## src/hw/cpu_ctrl_pkg.sv

```systemverilog
// pipeline control field layouts and ALU operation codes
// bubble values make a stage do nothing
package cpu_ctrl_pkg;

   // writeback field, active low bits
   localparam int wb_ctrl_w     = 3;
   localparam int wb_rf_we_n    = 0;
   localparam int wb_from_mem_n = 1;  // bit 2 reserved
   localparam logic [wb_ctrl_w-1:0] wb_bubble = 3'b011;  // no write
   localparam logic [wb_ctrl_w-1:0] wb_alu    = 3'b010;  // write alu result
   localparam logic [wb_ctrl_w-1:0] wb_load   = 3'b000;  // write load data

   // memory field
   localparam int mem_ctrl_w   = 3;
   localparam int mem_cs_n_bit = 2;
   localparam int mem_we_bit   = 1;  // bit 0 reserved
   localparam logic [mem_ctrl_w-1:0] mem_bubble = 3'b100;  // cs high, disabled
   localparam logic [mem_ctrl_w-1:0] mem_read   = 3'b000;
   localparam logic [mem_ctrl_w-1:0] mem_write  = 3'b010;

   // execute field {alu_op, imm_sel, imm_sign, uses_a, uses_b}
   localparam int ex_ctrl_w   = 7;
   localparam int alu_w       = 3;
   localparam int ex_alu_lo   = 4;
   localparam int ex_imm_sel  = 3;
   localparam int ex_imm_sign = 2;
   localparam int ex_uses_a   = 1;
   localparam int ex_uses_b   = 0;
   localparam logic [ex_ctrl_w-1:0] ex_bubble = '0;

   localparam logic [alu_w-1:0] alu_add = 3'd0;
   localparam logic [alu_w-1:0] alu_sub = 3'd1;
   localparam logic [alu_w-1:0] alu_and = 3'd2;
   localparam logic [alu_w-1:0] alu_or  = 3'd3;
   localparam logic [alu_w-1:0] alu_xor = 3'd4;
   localparam logic [alu_w-1:0] alu_slt = 3'd5;  // signed compare

endpackage

```

## src/hw/cpu_isa_pkg.sv

```systemverilog
// instruction set definitions for the 32-bit core
// word width, register file size, field positions and opcodes
package cpu_isa_pkg;

   localparam int xlen       = 32;
   localparam int reg_count  = 32;
   localparam int reg_addr_w = 5;

   // instruction fields, low bit and width
   localparam int op_w  = 6;
   localparam int op_lo = 26;  // opcode 31..26
   localparam int rd_lo = 21;  // rd 25..21
   localparam int rs_lo = 16;  // rs 20..16
   localparam int rt_lo = 11;  // rt 15..11
   localparam int imm_w = 16;  // imm16 15..0

   localparam logic [op_w-1:0] op_nop  = 6'd0;
   localparam logic [op_w-1:0] op_add  = 6'd1;
   localparam logic [op_w-1:0] op_sub  = 6'd2;
   localparam logic [op_w-1:0] op_and  = 6'd3;
   localparam logic [op_w-1:0] op_or   = 6'd4;
   localparam logic [op_w-1:0] op_xor  = 6'd5;
   localparam logic [op_w-1:0] op_slt  = 6'd6;
   localparam logic [op_w-1:0] op_addi = 6'd7;  // rd = rs + sext(imm)
   localparam logic [op_w-1:0] op_lw   = 6'd8;  // rd = mem[rs + sext(imm)]
   localparam logic [op_w-1:0] op_sw   = 6'd9;  // mem[rs + sext(imm)] = rd

endpackage

```

## src/hw/pipe_ifs.sv

```systemverilog
`timescale 1ns/10ps
// pipeline links inside the core
// id_ex_if leaves the ID/EX buffer, ex_res_if feeds the result register

interface id_ex_if;
   logic [cpu_ctrl_pkg::wb_ctrl_w-1:0]  wb_ctrl;
   logic [cpu_ctrl_pkg::mem_ctrl_w-1:0] mem_ctrl;
   logic [cpu_ctrl_pkg::ex_ctrl_w-1:0]  ex_ctrl;
   logic [cpu_isa_pkg::xlen-1:0]        r_data_0;
   logic [cpu_isa_pkg::xlen-1:0]        r_data_1;
   logic [cpu_isa_pkg::xlen-1:0]        instruction;

   modport src (output wb_ctrl, mem_ctrl, ex_ctrl, r_data_0, r_data_1, instruction);
   modport dst (input wb_ctrl, mem_ctrl, ex_ctrl, r_data_0, r_data_1, instruction);
endinterface

interface ex_res_if;
   logic [cpu_ctrl_pkg::wb_ctrl_w-1:0]  wb_ctrl;
   logic [cpu_ctrl_pkg::mem_ctrl_w-1:0] mem_ctrl;
   logic [cpu_isa_pkg::xlen-1:0]        alu_result;
   logic [cpu_isa_pkg::xlen-1:0]        store_data;
   logic [cpu_isa_pkg::reg_addr_w-1:0]  rd;

   modport src (output wb_ctrl, mem_ctrl, alu_result, store_data, rd);
   modport dst (input wb_ctrl, mem_ctrl, alu_result, store_data, rd);
endinterface

```

## src/hw/cpu_core.sv

```systemverilog
`timescale 1ns/10ps
// decode/execute/result core of the 32-bit pipeline
// instruction fed from outside, data memory on plain ports

module cpu_core (
   input  logic                               clk,
   input  logic                               rst,
   input  logic                               stall,
   input  logic [cpu_isa_pkg::xlen-1:0]       instruction,
   input  logic [cpu_isa_pkg::xlen-1:0]       mem_rdata,
   output logic                               mem_cs_n,
   output logic                               mem_we,
   output logic [cpu_isa_pkg::xlen-1:0]       mem_addr,
   output logic [cpu_isa_pkg::xlen-1:0]       mem_wdata,
   output logic                               wb_we,
   output logic [cpu_isa_pkg::reg_addr_w-1:0] wb_addr,
   output logic [cpu_isa_pkg::xlen-1:0]       wb_data
);
   import cpu_isa_pkg::*;
   import cpu_ctrl_pkg::*;

   logic [wb_ctrl_w-1:0]  wb_ctrl;
   logic [mem_ctrl_w-1:0] mem_ctrl;
   logic [ex_ctrl_w-1:0]  ex_ctrl;
   logic [xlen-1:0]       r_data_0;
   logic [xlen-1:0]       r_data_1;

   id_ex_if  id_ex ();
   ex_res_if ex_res ();

   decode_stage u_decode (
      .clk, .rst, .instruction,
      .rf_we(wb_we), .rf_waddr(wb_addr), .rf_wdata(wb_data),
      .wb_ctrl, .mem_ctrl, .ex_ctrl, .r_data_0, .r_data_1
   );

   id_ex_buffer u_buffer (
      .clk, .rst, .stall,
      .wb_ctrl, .mem_ctrl, .ex_ctrl, .r_data_0, .r_data_1, .instruction,
      .rf_we(wb_we), .rf_waddr(wb_addr), .rf_wdata(wb_data),
      .id_ex(id_ex.src)
   );

   // forward path is the register-file write port
   execute_stage u_execute (
      .id_ex(id_ex.dst),
      .fwd_we(wb_we), .fwd_rd(wb_addr), .fwd_data(wb_data),
      .ex_res(ex_res.src)
   );

   result_stage u_result (
      .clk, .rst, .ex_res(ex_res.dst), .mem_rdata,
      .mem_cs_n, .mem_we, .mem_addr, .mem_wdata,
      .rf_we(wb_we), .rf_waddr(wb_addr), .rf_wdata(wb_data)
   );

endmodule

```

## src/hw/decode_stage.sv

```systemverilog
`timescale 1ns/10ps
// instruction decode
// register file with write bypass and control field generation

module decode_stage (
   input  logic                                clk,
   input  logic                                rst,
   input  logic [cpu_isa_pkg::xlen-1:0]        instruction,
   input  logic                                rf_we,
   input  logic [cpu_isa_pkg::reg_addr_w-1:0]  rf_waddr,
   input  logic [cpu_isa_pkg::xlen-1:0]        rf_wdata,
   output logic [cpu_ctrl_pkg::wb_ctrl_w-1:0]  wb_ctrl,
   output logic [cpu_ctrl_pkg::mem_ctrl_w-1:0] mem_ctrl,
   output logic [cpu_ctrl_pkg::ex_ctrl_w-1:0]  ex_ctrl,
   output logic [cpu_isa_pkg::xlen-1:0]        r_data_0,
   output logic [cpu_isa_pkg::xlen-1:0]        r_data_1
);
   import cpu_isa_pkg::*;
   import cpu_ctrl_pkg::*;

   logic [xlen-1:0]       regs [reg_count];  // entry 0 never written
   logic [op_w-1:0]       opcode;
   logic [reg_addr_w-1:0] rs_addr;
   logic [reg_addr_w-1:0] rb_addr;
   logic [alu_w-1:0]      reg_alu_op;

   assign opcode  = instruction[op_lo +: op_w];
   assign rs_addr = instruction[rs_lo +: reg_addr_w];
   // second port reads rd for stores, rt otherwise
   assign rb_addr = (opcode == op_sw) ? instruction[rd_lo +: reg_addr_w]
                                      : instruction[rt_lo +: reg_addr_w];

   assign r_data_0 = (rs_addr == '0) ? '0 :
                     (rf_we && rf_waddr == rs_addr) ? rf_wdata : regs[rs_addr];
   assign r_data_1 = (rb_addr == '0) ? '0 :
                     (rf_we && rf_waddr == rb_addr) ? rf_wdata : regs[rb_addr];

   always_ff @(posedge clk or negedge rst) begin
      if (!rst) begin
         for (int i = 0; i < reg_count; i++) begin
            regs[i] <= '0;
         end
      end else if (rf_we && rf_waddr != '0) begin
         regs[rf_waddr] <= rf_wdata;
      end
   end

   always_comb begin
      case (opcode)
         op_sub:  reg_alu_op = alu_sub;
         op_and:  reg_alu_op = alu_and;
         op_or:   reg_alu_op = alu_or;
         op_xor:  reg_alu_op = alu_xor;
         op_slt:  reg_alu_op = alu_slt;
         default: reg_alu_op = alu_add;
      endcase
   end

   // ex_ctrl = {alu_op, imm_sel, imm_sign, uses_a, uses_b}
   always_comb begin
      wb_ctrl  = wb_bubble;
      mem_ctrl = mem_bubble;
      ex_ctrl  = ex_bubble;
      case (opcode)
         op_add, op_sub, op_and, op_or, op_xor, op_slt: begin
            wb_ctrl = wb_alu;
            ex_ctrl = {reg_alu_op, 1'b0, 1'b0, 1'b1, 1'b1};
         end
         op_addi: begin
            wb_ctrl = wb_alu;
            ex_ctrl = {alu_add, 1'b1, 1'b1, 1'b1, 1'b0};
         end
         op_lw: begin
            wb_ctrl  = wb_load;
            mem_ctrl = mem_read;
            ex_ctrl  = {alu_add, 1'b1, 1'b1, 1'b1, 1'b0};
         end
         op_sw: begin
            mem_ctrl = mem_write;
            ex_ctrl  = {alu_add, 1'b1, 1'b1, 1'b1, 1'b1};  // b carries store data
         end
         default: begin
            ex_ctrl = ex_bubble;  // nop and unknown opcodes
         end
      endcase
   end

   // result stage must never commit a write to r0
   a_no_r0_write: assert property (@(posedge clk) disable iff (!rst)
      rf_we |-> rf_waddr != '0)
      else $error("decode: register 0 write requested");

endmodule

```

## src/hw/execute_stage.sv

```systemverilog
`timescale 1ns/10ps
// execute stage
// operand forwarding from the result stage, immediate extension, ALU

module execute_stage (
   id_ex_if.dst                               id_ex,
   input  logic                               fwd_we,
   input  logic [cpu_isa_pkg::reg_addr_w-1:0] fwd_rd,
   input  logic [cpu_isa_pkg::xlen-1:0]       fwd_data,
   ex_res_if.src                              ex_res
);
   import cpu_isa_pkg::*;
   import cpu_ctrl_pkg::*;

   logic [reg_addr_w-1:0] rs_addr;
   logic [reg_addr_w-1:0] rb_addr;
   logic [imm_w-1:0]      imm;
   logic [alu_w-1:0]      alu_op;
   logic                  fwd_a;
   logic                  fwd_b;
   logic [xlen-1:0]       op_a;
   logic [xlen-1:0]       reg_b;
   logic [xlen-1:0]       imm_ext;
   logic [xlen-1:0]       op_b;

   assign rs_addr = id_ex.instruction[rs_lo +: reg_addr_w];
   assign rb_addr = (id_ex.instruction[op_lo +: op_w] == op_sw) ?
                    id_ex.instruction[rd_lo +: reg_addr_w] :
                    id_ex.instruction[rt_lo +: reg_addr_w];
   assign imm     = id_ex.instruction[0 +: imm_w];
   assign alu_op  = id_ex.ex_ctrl[ex_alu_lo +: alu_w];

   // only operands the instruction really reads take the forward
   assign fwd_a = id_ex.ex_ctrl[ex_uses_a] && fwd_we && fwd_rd != '0 && fwd_rd == rs_addr;
   assign fwd_b = id_ex.ex_ctrl[ex_uses_b] && fwd_we && fwd_rd != '0 && fwd_rd == rb_addr;

   assign op_a    = fwd_a ? fwd_data : id_ex.r_data_0;
   assign reg_b   = fwd_b ? fwd_data : id_ex.r_data_1;
   assign imm_ext = id_ex.ex_ctrl[ex_imm_sign] ? {{(xlen-imm_w){imm[imm_w-1]}}, imm}
                                               : {{(xlen-imm_w){1'b0}}, imm};
   assign op_b    = id_ex.ex_ctrl[ex_imm_sel] ? imm_ext : reg_b;

   always_comb begin
      case (alu_op)
         alu_add: ex_res.alu_result = op_a + op_b;
         alu_sub: ex_res.alu_result = op_a - op_b;
         alu_and: ex_res.alu_result = op_a & op_b;
         alu_or:  ex_res.alu_result = op_a | op_b;
         alu_xor: ex_res.alu_result = op_a ^ op_b;
         alu_slt: ex_res.alu_result = {{(xlen-1){1'b0}}, $signed(op_a) < $signed(op_b)};
         default: ex_res.alu_result = '0;
      endcase
   end

   assign ex_res.wb_ctrl    = id_ex.wb_ctrl;
   assign ex_res.mem_ctrl   = id_ex.mem_ctrl;
   assign ex_res.store_data = reg_b;  // rd value for stores
   assign ex_res.rd         = id_ex.instruction[rd_lo +: reg_addr_w];

   // decode only emits defined alu codes for live instructions
   always_comb begin
      if (id_ex.ex_ctrl != ex_bubble) begin
         a_alu_op_known: assert (alu_op inside {alu_add, alu_sub, alu_and,
                                               alu_or, alu_xor, alu_slt})
            else $error("execute: undefined alu_op %0d", alu_op);
      end
   end

endmodule

```

## src/hw/id_ex_buffer.sv

```systemverilog
`timescale 1ns/10ps
// ID/EX buffer between decode and execute
// holds its entry across a stall and shows a bubble meanwhile

module id_ex_buffer (
   input  logic                                clk,
   input  logic                                rst,
   input  logic                                stall,
   input  logic [cpu_ctrl_pkg::wb_ctrl_w-1:0]  wb_ctrl,
   input  logic [cpu_ctrl_pkg::mem_ctrl_w-1:0] mem_ctrl,
   input  logic [cpu_ctrl_pkg::ex_ctrl_w-1:0]  ex_ctrl,
   input  logic [cpu_isa_pkg::xlen-1:0]        r_data_0,
   input  logic [cpu_isa_pkg::xlen-1:0]        r_data_1,
   input  logic [cpu_isa_pkg::xlen-1:0]        instruction,
   input  logic                                rf_we,
   input  logic [cpu_isa_pkg::reg_addr_w-1:0]  rf_waddr,
   input  logic [cpu_isa_pkg::xlen-1:0]        rf_wdata,
   id_ex_if.src                                id_ex
);
   import cpu_isa_pkg::*;
   import cpu_ctrl_pkg::*;

   localparam logic [xlen-1:0] nop_word = {op_nop, {(xlen-op_w){1'b0}}};

   logic [wb_ctrl_w-1:0]  wb_ctrl_saved;
   logic [mem_ctrl_w-1:0] mem_ctrl_saved;
   logic [ex_ctrl_w-1:0]  ex_ctrl_saved;
   logic [xlen-1:0]       r_data_0_saved;
   logic [xlen-1:0]       r_data_1_saved;
   logic [xlen-1:0]       instruction_saved;
   logic [reg_addr_w-1:0] held_rs;
   logic [reg_addr_w-1:0] held_rb;

   // source registers of the held entry, same choice as decode
   assign held_rs = instruction_saved[rs_lo +: reg_addr_w];
   assign held_rb = (instruction_saved[op_lo +: op_w] == op_sw) ?
                    instruction_saved[rd_lo +: reg_addr_w] :
                    instruction_saved[rt_lo +: reg_addr_w];

   assign id_ex.wb_ctrl     = stall ? wb_bubble  : wb_ctrl_saved;
   assign id_ex.mem_ctrl    = stall ? mem_bubble : mem_ctrl_saved;
   assign id_ex.ex_ctrl     = stall ? ex_bubble  : ex_ctrl_saved;
   assign id_ex.instruction = stall ? nop_word   : instruction_saved;
   assign id_ex.r_data_0    = r_data_0_saved;
   assign id_ex.r_data_1    = r_data_1_saved;

   always_ff @(posedge clk or negedge rst) begin
      if (!rst) begin
         wb_ctrl_saved     <= wb_bubble;
         mem_ctrl_saved    <= mem_bubble;
         ex_ctrl_saved     <= ex_bubble;
         instruction_saved <= nop_word;
      end else if (!stall) begin
         wb_ctrl_saved     <= wb_ctrl;
         mem_ctrl_saved    <= mem_ctrl;
         ex_ctrl_saved     <= ex_ctrl;
         instruction_saved <= instruction;
      end
   end

   // a write retiring during a stall would be missed by forwarding later
   always_ff @(posedge clk) begin
      if (!stall) begin
         r_data_0_saved <= r_data_0;
         r_data_1_saved <= r_data_1;
      end else begin
         if (rf_we && rf_waddr == held_rs) r_data_0_saved <= rf_wdata;
         if (rf_we && rf_waddr == held_rb) r_data_1_saved <= rf_wdata;
      end
   end

   // bubble shown now, held entry untouched for the retry
   a_stall_bubble: assert property (@(posedge clk) disable iff (!rst)
      stall |-> (id_ex.wb_ctrl == wb_bubble && id_ex.mem_ctrl == mem_bubble &&
                 id_ex.ex_ctrl == ex_bubble) ##1 (ex_ctrl_saved == $past(ex_ctrl_saved)))
      else $error("id_ex_buffer: stall did not present a held bubble");

endmodule

```

## src/hw/result_stage.sv

```systemverilog
`timescale 1ns/10ps
// result stage
// EX/result register, data memory port and writeback select

module result_stage (
   input  logic                               clk,
   input  logic                               rst,
   ex_res_if.dst                              ex_res,
   input  logic [cpu_isa_pkg::xlen-1:0]       mem_rdata,
   output logic                               mem_cs_n,
   output logic                               mem_we,
   output logic [cpu_isa_pkg::xlen-1:0]       mem_addr,
   output logic [cpu_isa_pkg::xlen-1:0]       mem_wdata,
   output logic                               rf_we,
   output logic [cpu_isa_pkg::reg_addr_w-1:0] rf_waddr,
   output logic [cpu_isa_pkg::xlen-1:0]       rf_wdata
);
   import cpu_isa_pkg::*;
   import cpu_ctrl_pkg::*;

   logic [wb_ctrl_w-1:0]  wb_ctrl_q;
   logic [mem_ctrl_w-1:0] mem_ctrl_q;
   logic [xlen-1:0]       alu_result_q;
   logic [xlen-1:0]       store_data_q;
   logic [reg_addr_w-1:0] rd_q;

   always_ff @(posedge clk or negedge rst) begin
      if (!rst) begin
         wb_ctrl_q  <= wb_bubble;
         mem_ctrl_q <= mem_bubble;
      end else begin
         wb_ctrl_q  <= ex_res.wb_ctrl;
         mem_ctrl_q <= ex_res.mem_ctrl;
      end
   end

   always_ff @(posedge clk) begin
      alu_result_q <= ex_res.alu_result;
      store_data_q <= ex_res.store_data;
      rd_q         <= ex_res.rd;
   end

   assign mem_cs_n  = mem_ctrl_q[mem_cs_n_bit];
   assign mem_we    = mem_ctrl_q[mem_we_bit];
   assign mem_addr  = alu_result_q;  // rs + imm
   assign mem_wdata = store_data_q;

   assign rf_we    = !wb_ctrl_q[wb_rf_we_n] && rd_q != '0;
   assign rf_waddr = rd_q;
   assign rf_wdata = wb_ctrl_q[wb_from_mem_n] ? alu_result_q : mem_rdata;

   a_we_needs_cs: assert property (@(posedge clk) disable iff (!rst)
      mem_cs_n |-> !mem_we)
      else $error("result: write enable without chip select");

endmodule

```

## config.mk

```make
export PLATFORM = sky130hd
export DESIGN_NAME = cpu_core
export DESIGN_NICKNAME = d
export VERILOG_FILES = /design/src/hw/cpu_ctrl_pkg.sv /design/src/hw/cpu_isa_pkg.sv /design/src/hw/pipe_ifs.sv /design/src/hw/cpu_core.sv /design/src/hw/decode_stage.sv /design/src/hw/execute_stage.sv /design/src/hw/id_ex_buffer.sv /design/src/hw/result_stage.sv
export SDC_FILE = /design/constraint.sdc
export NUM_CORES = 2
export LEC_CHECK = 0
export BUFFER_PORTS_ARGS = -buffer_cell sky130_fd_sc_hd__buf_2
export CAP_MARGIN = 30
export CORE_MARGIN = 5
export CORE_UTILIZATION = 55
export DETAILED_ROUTE_END_ITERATION = 12
export HOLD_SLACK_MARGIN = 0.05
export PLACE_DENSITY_LB_ADDON = 0.08
export REMOVE_ABC_BUFFERS = 1
export SKIP_CTS_REPAIR_TIMING = 1
export SKIP_LAST_GASP = 1
export SLEW_MARGIN = 20
export SYNTH_ARGS = -nofsm -noshare
export SYNTH_HDL_FRONTEND = slang
export SYNTH_HIERARCHICAL = 1
export SYNTH_SLANG_ARGS = --single-unit
```

## constraint.sdc

```tcl
create_clock -name clk -period 11.8 [get_ports clk]
set_clock_uncertainty 0.2 [all_clocks]
set_input_delay 0.59 -clock clk [delete_from_list [all_inputs] [get_ports clk]]
set_output_delay 0.59 -clock clk [all_outputs]
set_load 0.01 [all_outputs]
```

Yosys cells after proc, flatten, opt, wreduce, memory -nomap -nowiden
Cells that the tools add are included.

word-level totals
  bits in registers = 1206
  bits in latches = 0
  bits in writable memories = 0
  bits in read-only memories = 0
  bits of input ports = 67
  output and inout port bits = 104
  memories kept = 0

operators by class
  $add $sub $neg = 2
  multipliers = 0
  div/mod/pow operators = 0
  magnitude comparators = 5
  eq/ne operators = 24
  shift-type cells = 0
  mux-type cells = 34
  bitwise gates (word level) = 6
  reductions and logical operators = 21

operators with widths
  cell                                                       number
  bitwise mux 1024 bit                                       1
  two-way mux 32 bit                                         19
  binary-select mux 32 bit (select 5 bit)                    2
  one-hot mux 32 bit (6 select lines)                        1
  demux 32 bit (select 5 bit)                                1
  adder 32 bit                                               1
  bitwise AND 32 bit                                         1
  less-than comparator 32 bit                                1
  bitwise OR 32 bit                                          1
  subtractor 32 bit                                          1
  XOR 32 bit                                                 1
  equality test 5 bit                                        6
  equality test 6 x 3 -> 1 bit (second input constant)       4
  equality test 6 x 4 -> 1 bit (second input constant)       4
  one-hot mux 7 bit (3 select lines)                         1
  greater-or-equal comparator 6 bit (second input constant)  3
  inverter 5 -> 6 bit                                        3
  two-way mux 5 bit                                          3
  one-hot mux 3 bit (5 select lines)                         1
  logical AND 1 bit                                          13
  equality test 6 x 2 -> 1 bit (second input constant)       2
  logical NOT 5 bit                                          2
  two-way mux 7 bit                                          1
  OR reduction 7 bit                                         1
  15 further kinds                                           18

Depth between registers and ports, before layout
  word-level depth = 9
  depth in mapped cells = 25

Hierarchy
The synthesis kept the hierarchy.

by module, submodules not included
  module         times used  cells an instance  area an instance (sq um)  sequential area each (sq um)
  decode_stage   1           4433               55907.4                   25624.6
  execute_stage  1           972                6633.9                    0.0
  id_ex_buffer   1           407                4822.1                    3051.7
  result_stage   1           112                2043.2                    1485.2

Worst setup path after synthesis
Ideal clock, no wire load.

  kind = input port to flip-flop
  from = input port stall
  to = register u_result.alu_result_q[28] (netlist: u_result/mem_addr[28])
  arrival = 6.187 ns
  data required time = 11.486 ns
  path slack = 5.299 ns
  cell stages on the path = 24
  path buffers = 4
  cell sequence = clkbuf_1 clkbuf_1 clkbuf_1 nor2b_1 nor4b_2 nand3b_2 mux2i_1 xnor2_1 nor4_4 nand4_4 buf_6 mux2_4 mux2_2 ha_1 fa_1 a21o_1 a221o_1 o31a_1 o21ai_0 o21ai_0 a31o_2 a21oi_1 mux2_2 a21o_1

on the way
  cells in the longest elaborated chain, start to end = 9
  elaborated cells between the ends (all ways) = 28

RTL lines
  item                                               line                                      RTL
  from (decl)                                        cpu_core.sv:8                             input logic stall,
  two-way mux 32 bit (*)                             id_ex_buffer.sv:43                        assign id_ex.instruction = stall ? nop_word : instruction_saved;
  named net id_ex.instruction, one bit               pipe_ifs.sv:11                            logic [cpu_isa_pkg::xlen-1:0] instruction;
  equality test 6 x 4 -> 1 bit (*)                   execute_stage.sv:27                       assign rb_addr = (id_ex.instruction[op_lo +: op_w] == op_sw) ?
  two-way mux 5 bit (*)                              execute_stage.sv:27
  equality test 5 bit (*)                            execute_stage.sv:35                       assign fwd_b = id_ex.ex_ctrl[ex_uses_b] && fwd_we && fwd_rd != '0 && fwd_rd == rb_addr;
  logical AND 1 bit (*)                              execute_stage.sv:35
  two-way mux 32 bit (*)                             execute_stage.sv:38                       assign reg_b = fwd_b ? fwd_data : id_ex.r_data_1;
  named net ex_res.store_data, one bit               pipe_ifs.sv:21                            logic [cpu_isa_pkg::xlen-1:0] store_data;
  two-way mux 32 bit (*)                             execute_stage.sv:41                       assign op_b = id_ex.ex_ctrl[ex_imm_sel] ? imm_ext : reg_b;
  subtractor 32 bit or adder 32 bit (tied branches)  execute_stage.sv:46, execute_stage.sv:45
  one-hot mux 32 bit (6 select lines) (*)            execute_stage.sv:44                       case (alu_op)
  named net ex_res.alu_result, one bit               pipe_ifs.sv:20                            logic [cpu_isa_pkg::xlen-1:0] alu_result;
  to (signal assigned)                               result_stage.sv:38                        alu_result_q <= ex_res.alu_result;
  to (decl)                                          result_stage.sv:23                        logic [xlen-1:0] alu_result_q;

Mark *: on every way through the listed nets, which the timed path passes. The rest lies on a longest branch.
A chain may end at the register's enable or synchronous reset.

Worst setup path after layout
  from = register u_buffer.instruction_saved[28]
  to = register u_result.alu_result_q[28] (netlist: u_result/mem_addr[28])

on the way
  cells in the longest elaborated chain, start to end = 9
  elaborated cells between the ends (all ways) = 13

RTL lines
  item                                               line                                      RTL
  from (decl)                                        id_ex_buffer.sv:30                        logic [xlen-1:0] instruction_saved;
  from (signal assigned)                             id_ex_buffer.sv:52                        instruction_saved <= nop_word;
  from (signal assigned)                             id_ex_buffer.sv:57                        instruction_saved <= instruction;
  two-way mux 32 bit (*)                             id_ex_buffer.sv:43
  named net id_ex.instruction, one bit               pipe_ifs.sv:11
  equality test 6 x 4 -> 1 bit (*)                   execute_stage.sv:27
  two-way mux 5 bit (*)                              execute_stage.sv:27
  equality test 5 bit (*)                            execute_stage.sv:35
  logical AND 1 bit (*)                              execute_stage.sv:35
  two-way mux 32 bit (*)                             execute_stage.sv:38
  named net ex_res.store_data, one bit               pipe_ifs.sv:21
  two-way mux 32 bit (*)                             execute_stage.sv:41
  subtractor 32 bit or adder 32 bit (tied branches)  execute_stage.sv:46, execute_stage.sv:45
  one-hot mux 32 bit (6 select lines) (*)            execute_stage.sv:44
  named net ex_res.alu_result, one bit               pipe_ifs.sv:20

Marked as above.

==> reports/qor.txt <==
========================================================================================================
Post-route fraction of the period consumed by the critical path                                    57.3%
Number of maximum-capacitance violations                                                               0
Total routing resource utilization after global routing                                            40.1%
Final critical-path setup slack                                                                  5040 ps
Starting utilization of the core area                                                              55.2%
Average cell area after synthesis                                                             11.7 sq um
Hold Path Origin                                                                                   stall
Synthesized instance count                                                                         5,913
Setup slack, reg-to-reg                                                                          5040 ps
Global-route wire length before repair                                                        382,000 um
Cells on Worst Hold Path                                                                               2
Worst min-delay path endpoint                                                               u_result/mem_ctrl_q[1]
Post-detailed-route count of antenna-violating nets                                                    0
Result of the run                                                                           complete, no violations
DRC Markers                                                                                            0
Number of filler instances in the final layout                                                    10,200
Number of max-slew violations in the final report                                                      0
Hold crit path type                                                                            in -> reg
Critical path start-end classification                                                        reg -> reg
Post-CTS clock slew at the launch and capture registers of the worst setup and hold paths          60 ps
Max Fanout on Critical Path                                                                           32
Proportion of layout cells with a drive suffix above 1                                             35.5%
Total via count in the routed design                                                              53,700
Number of top-level pins                                                                             171
Non-filler cells in the finished layout                                                            7,546
Worst R2R Start                                                                             u_buffer/instruction_saved[28]
Total Neg Setup Slack                                                                               0 ps
Clock tree root driver cell                                                                    clkbuf_16
Peak supply drop                                                                                0.215 mV
I/O Buffers                                                                                          170
Placed Cells incl. Taps                                                                            7,265
Cell count of the worst reg-to-reg path                                                               21
Area added between synthesis and finish                                                            10.0%
Unrepaired setup endpoints after global routing                                                       no
Actual slew at the worst max-slew pin                                                            1130 ps
Setup crit start kind                                                                               flop
Worst setup slack before clock tree synthesis                                                    4570 ps
Endpoint of the worst-slack reg-to-reg timing path                                          u_result/mem_addr[28]
Horizontal die dimension                                                                          365 um
Data required time at the worst endpoint                                                       12,240 ps
Via count of the first global-routing pass                                                        52,000
Total setup violations reported at the end of the flow                                                 0
Number of standard-cell rows in the floorplan                                                        130
Total length of routed wires                                                                  270,000 um
Syn. warnings                                                                                          6
Core region area                                                                            125,000 sq um
Half-perimeter wire length after placement                                                    160,000 um
Number of antenna violations at the first check in global routing                                     21
Total number of nets in the final design                                                           5,953
Die height                                                                                        365 um
TritonCTS Buffers                                                                                    136
CTS H-tree depth                                                                                       4
Worst path arrival time                                                                          7200 ps
Clock latency on the worst-skew pair                                                              780 ps
Pin count of the biggest net entering global routing                                                 165
Starting DRT DRC Count                                                                             7,813
Worst max-slew margin expressed relative to the limit                                              24.9%
Total clock sinks                                                                                  1,204
Total grt overflow                                                                                     0
Worst Setup End Kind                                                                                flop
Maximum count of clock buffers along a single path                                                     3
Post-Synthesis Cell Area                                                                    69,300 sq um
Routed length per instance                                                                       35.8 um
Clock tree from TritonCTS                                                                            yes
Power per cell area                                                                          166 nW/um^2
Clock period minus final worst setup slack                                                       6760 ps
Gpl congestion                                                                                      1.00
Achievable frequency                                                                             148 MHz
Die area                                                                                    133,000 sq um
Leakage power of the design                                                                      33.4 nW
Final number of hold-violating endpoints                                                               0
Routed vias/inst                                                                                    7.12
TritonRoute pass-1 iters                                                                               6
========================================================================================================
## worst max-delay path: stages, from the launching register on
cell	delay, ps
dfrtp_1	400
nor2b_1	150
nor4b_2	320
nand3b_2	220
mux2i_1	190
xnor2_1	300
nor4_4	90
nand4_4	90
buf_4	600
mux2_4	360
mux2_2	300
ha_1	270
fa_1	490
a21o_1	210
a221o_1	390
o31a_1	320
o21ai_0	390
o21ai_0	360
a31o_2	300
a21oi_1	160
mux2_2	350
a21o_1	150
## power breakdown
| part | internal [mW] | switching (mW) |
|---|---|---|
| clock network | 2.41 | 1.82 |
| logic | 1.23 | 2.15 |
| registers | 4.63 | 0.410 |
## flip-flops by register name (all words and copies together) (netlist names)
name,cells
u_buffer/ex_ctrl_saved,7
u_buffer/instruction_saved,32
u_result/mem_ctrl_q,2
u_result/mem_wdata,32
u_result/wb_ctrl_q,2
u_buffer/wb_ctrl_saved,2
u_buffer/id_ex.r_data_1,32
u_result/mem_addr,32
u_buffer/mem_ctrl_saved,2
u_buffer/id_ex.r_data_0,32
u_decode/regs,1024
u_result/rf_waddr,5
## per-stage QoR
| stage | util, % | power (mW) | instance area [sq um] | hold WS (ps) |
|---|---|---|---|---|
| floorplan | - | 6.95 | 66700 | 94.4 |
| global placement | 56.8 | 8.34 | 71200 | 175 |
| detailed placement | 57.0 | 8.37 | 71500 | 180 |
| CTS | 60.5 | 12.6 | 75900 | -334 |
| global route | 60.8 | 13.1 | 76200 | 50.6 |
| finish | 60.8 | 12.6 | 76200 | 51.9 |
## how the worst max path moves through the flow
stage                                  end                           start
3_3_place_gp         u_result/mem_addr[28]                           stall
5_1_grt              u_result/mem_addr[28]  u_buffer/instruction_saved[28]
4_1_cts              u_result/mem_addr[28]  u_buffer/instruction_saved[28]
3_5_place_dp         u_result/mem_addr[28]                           stall
2_1_floorplan  u_buffer/id_ex.r_data_1[30]                 instruction[31]
6_report             u_result/mem_addr[28]  u_buffer/instruction_saved[28]
## per-layer routing
metal	GRT usage (%)	up-vias	part of all wire (%)
li1	-	21700	-
met4	20.0	2	5.7
met3	12.0	680	12
met2	57.2	3449	42
met1	56.0	27900	40
met5	0	-	0.0048
## placed cells by master (no fill, tap or decap), types with 41 or more instances in the layout
cell / instances
nor2_1: 163
nor3_1: 58
nand2_1: 518
clkbuf_16: 140
mux2_4: 44
ha_1: 100
o21ai_0: 117
buf_4: 117
dfrtp_1: 1065
dfxtp_1: 69
a32oi_1: 73
a21oi_1: 143
edfxtp_1: 64
mux4_2: 304
mux2_2: 1103
buf_2: 165
nand4_1: 41
and3_1: 160
nor2b_1: 64
a31oi_1: 71
inv_1: 155
nand3_1: 61
mux2i_1: 229
a211oi_1: 205
## cell type report
cell class              count  area [sq um]  area share, %
diodes                     12          30.0         0.0394
clock buffers             198          4000           5.25
clock inverters            40           388          0.509
inverters                 170           638          0.837
multi-input cells        3933         36400           47.7
flip-flops and latches   1204         30100           39.5
well taps                1650          2060           2.71
repair buffers            339          2620           3.43
Power figures use the tool's default switching activity.
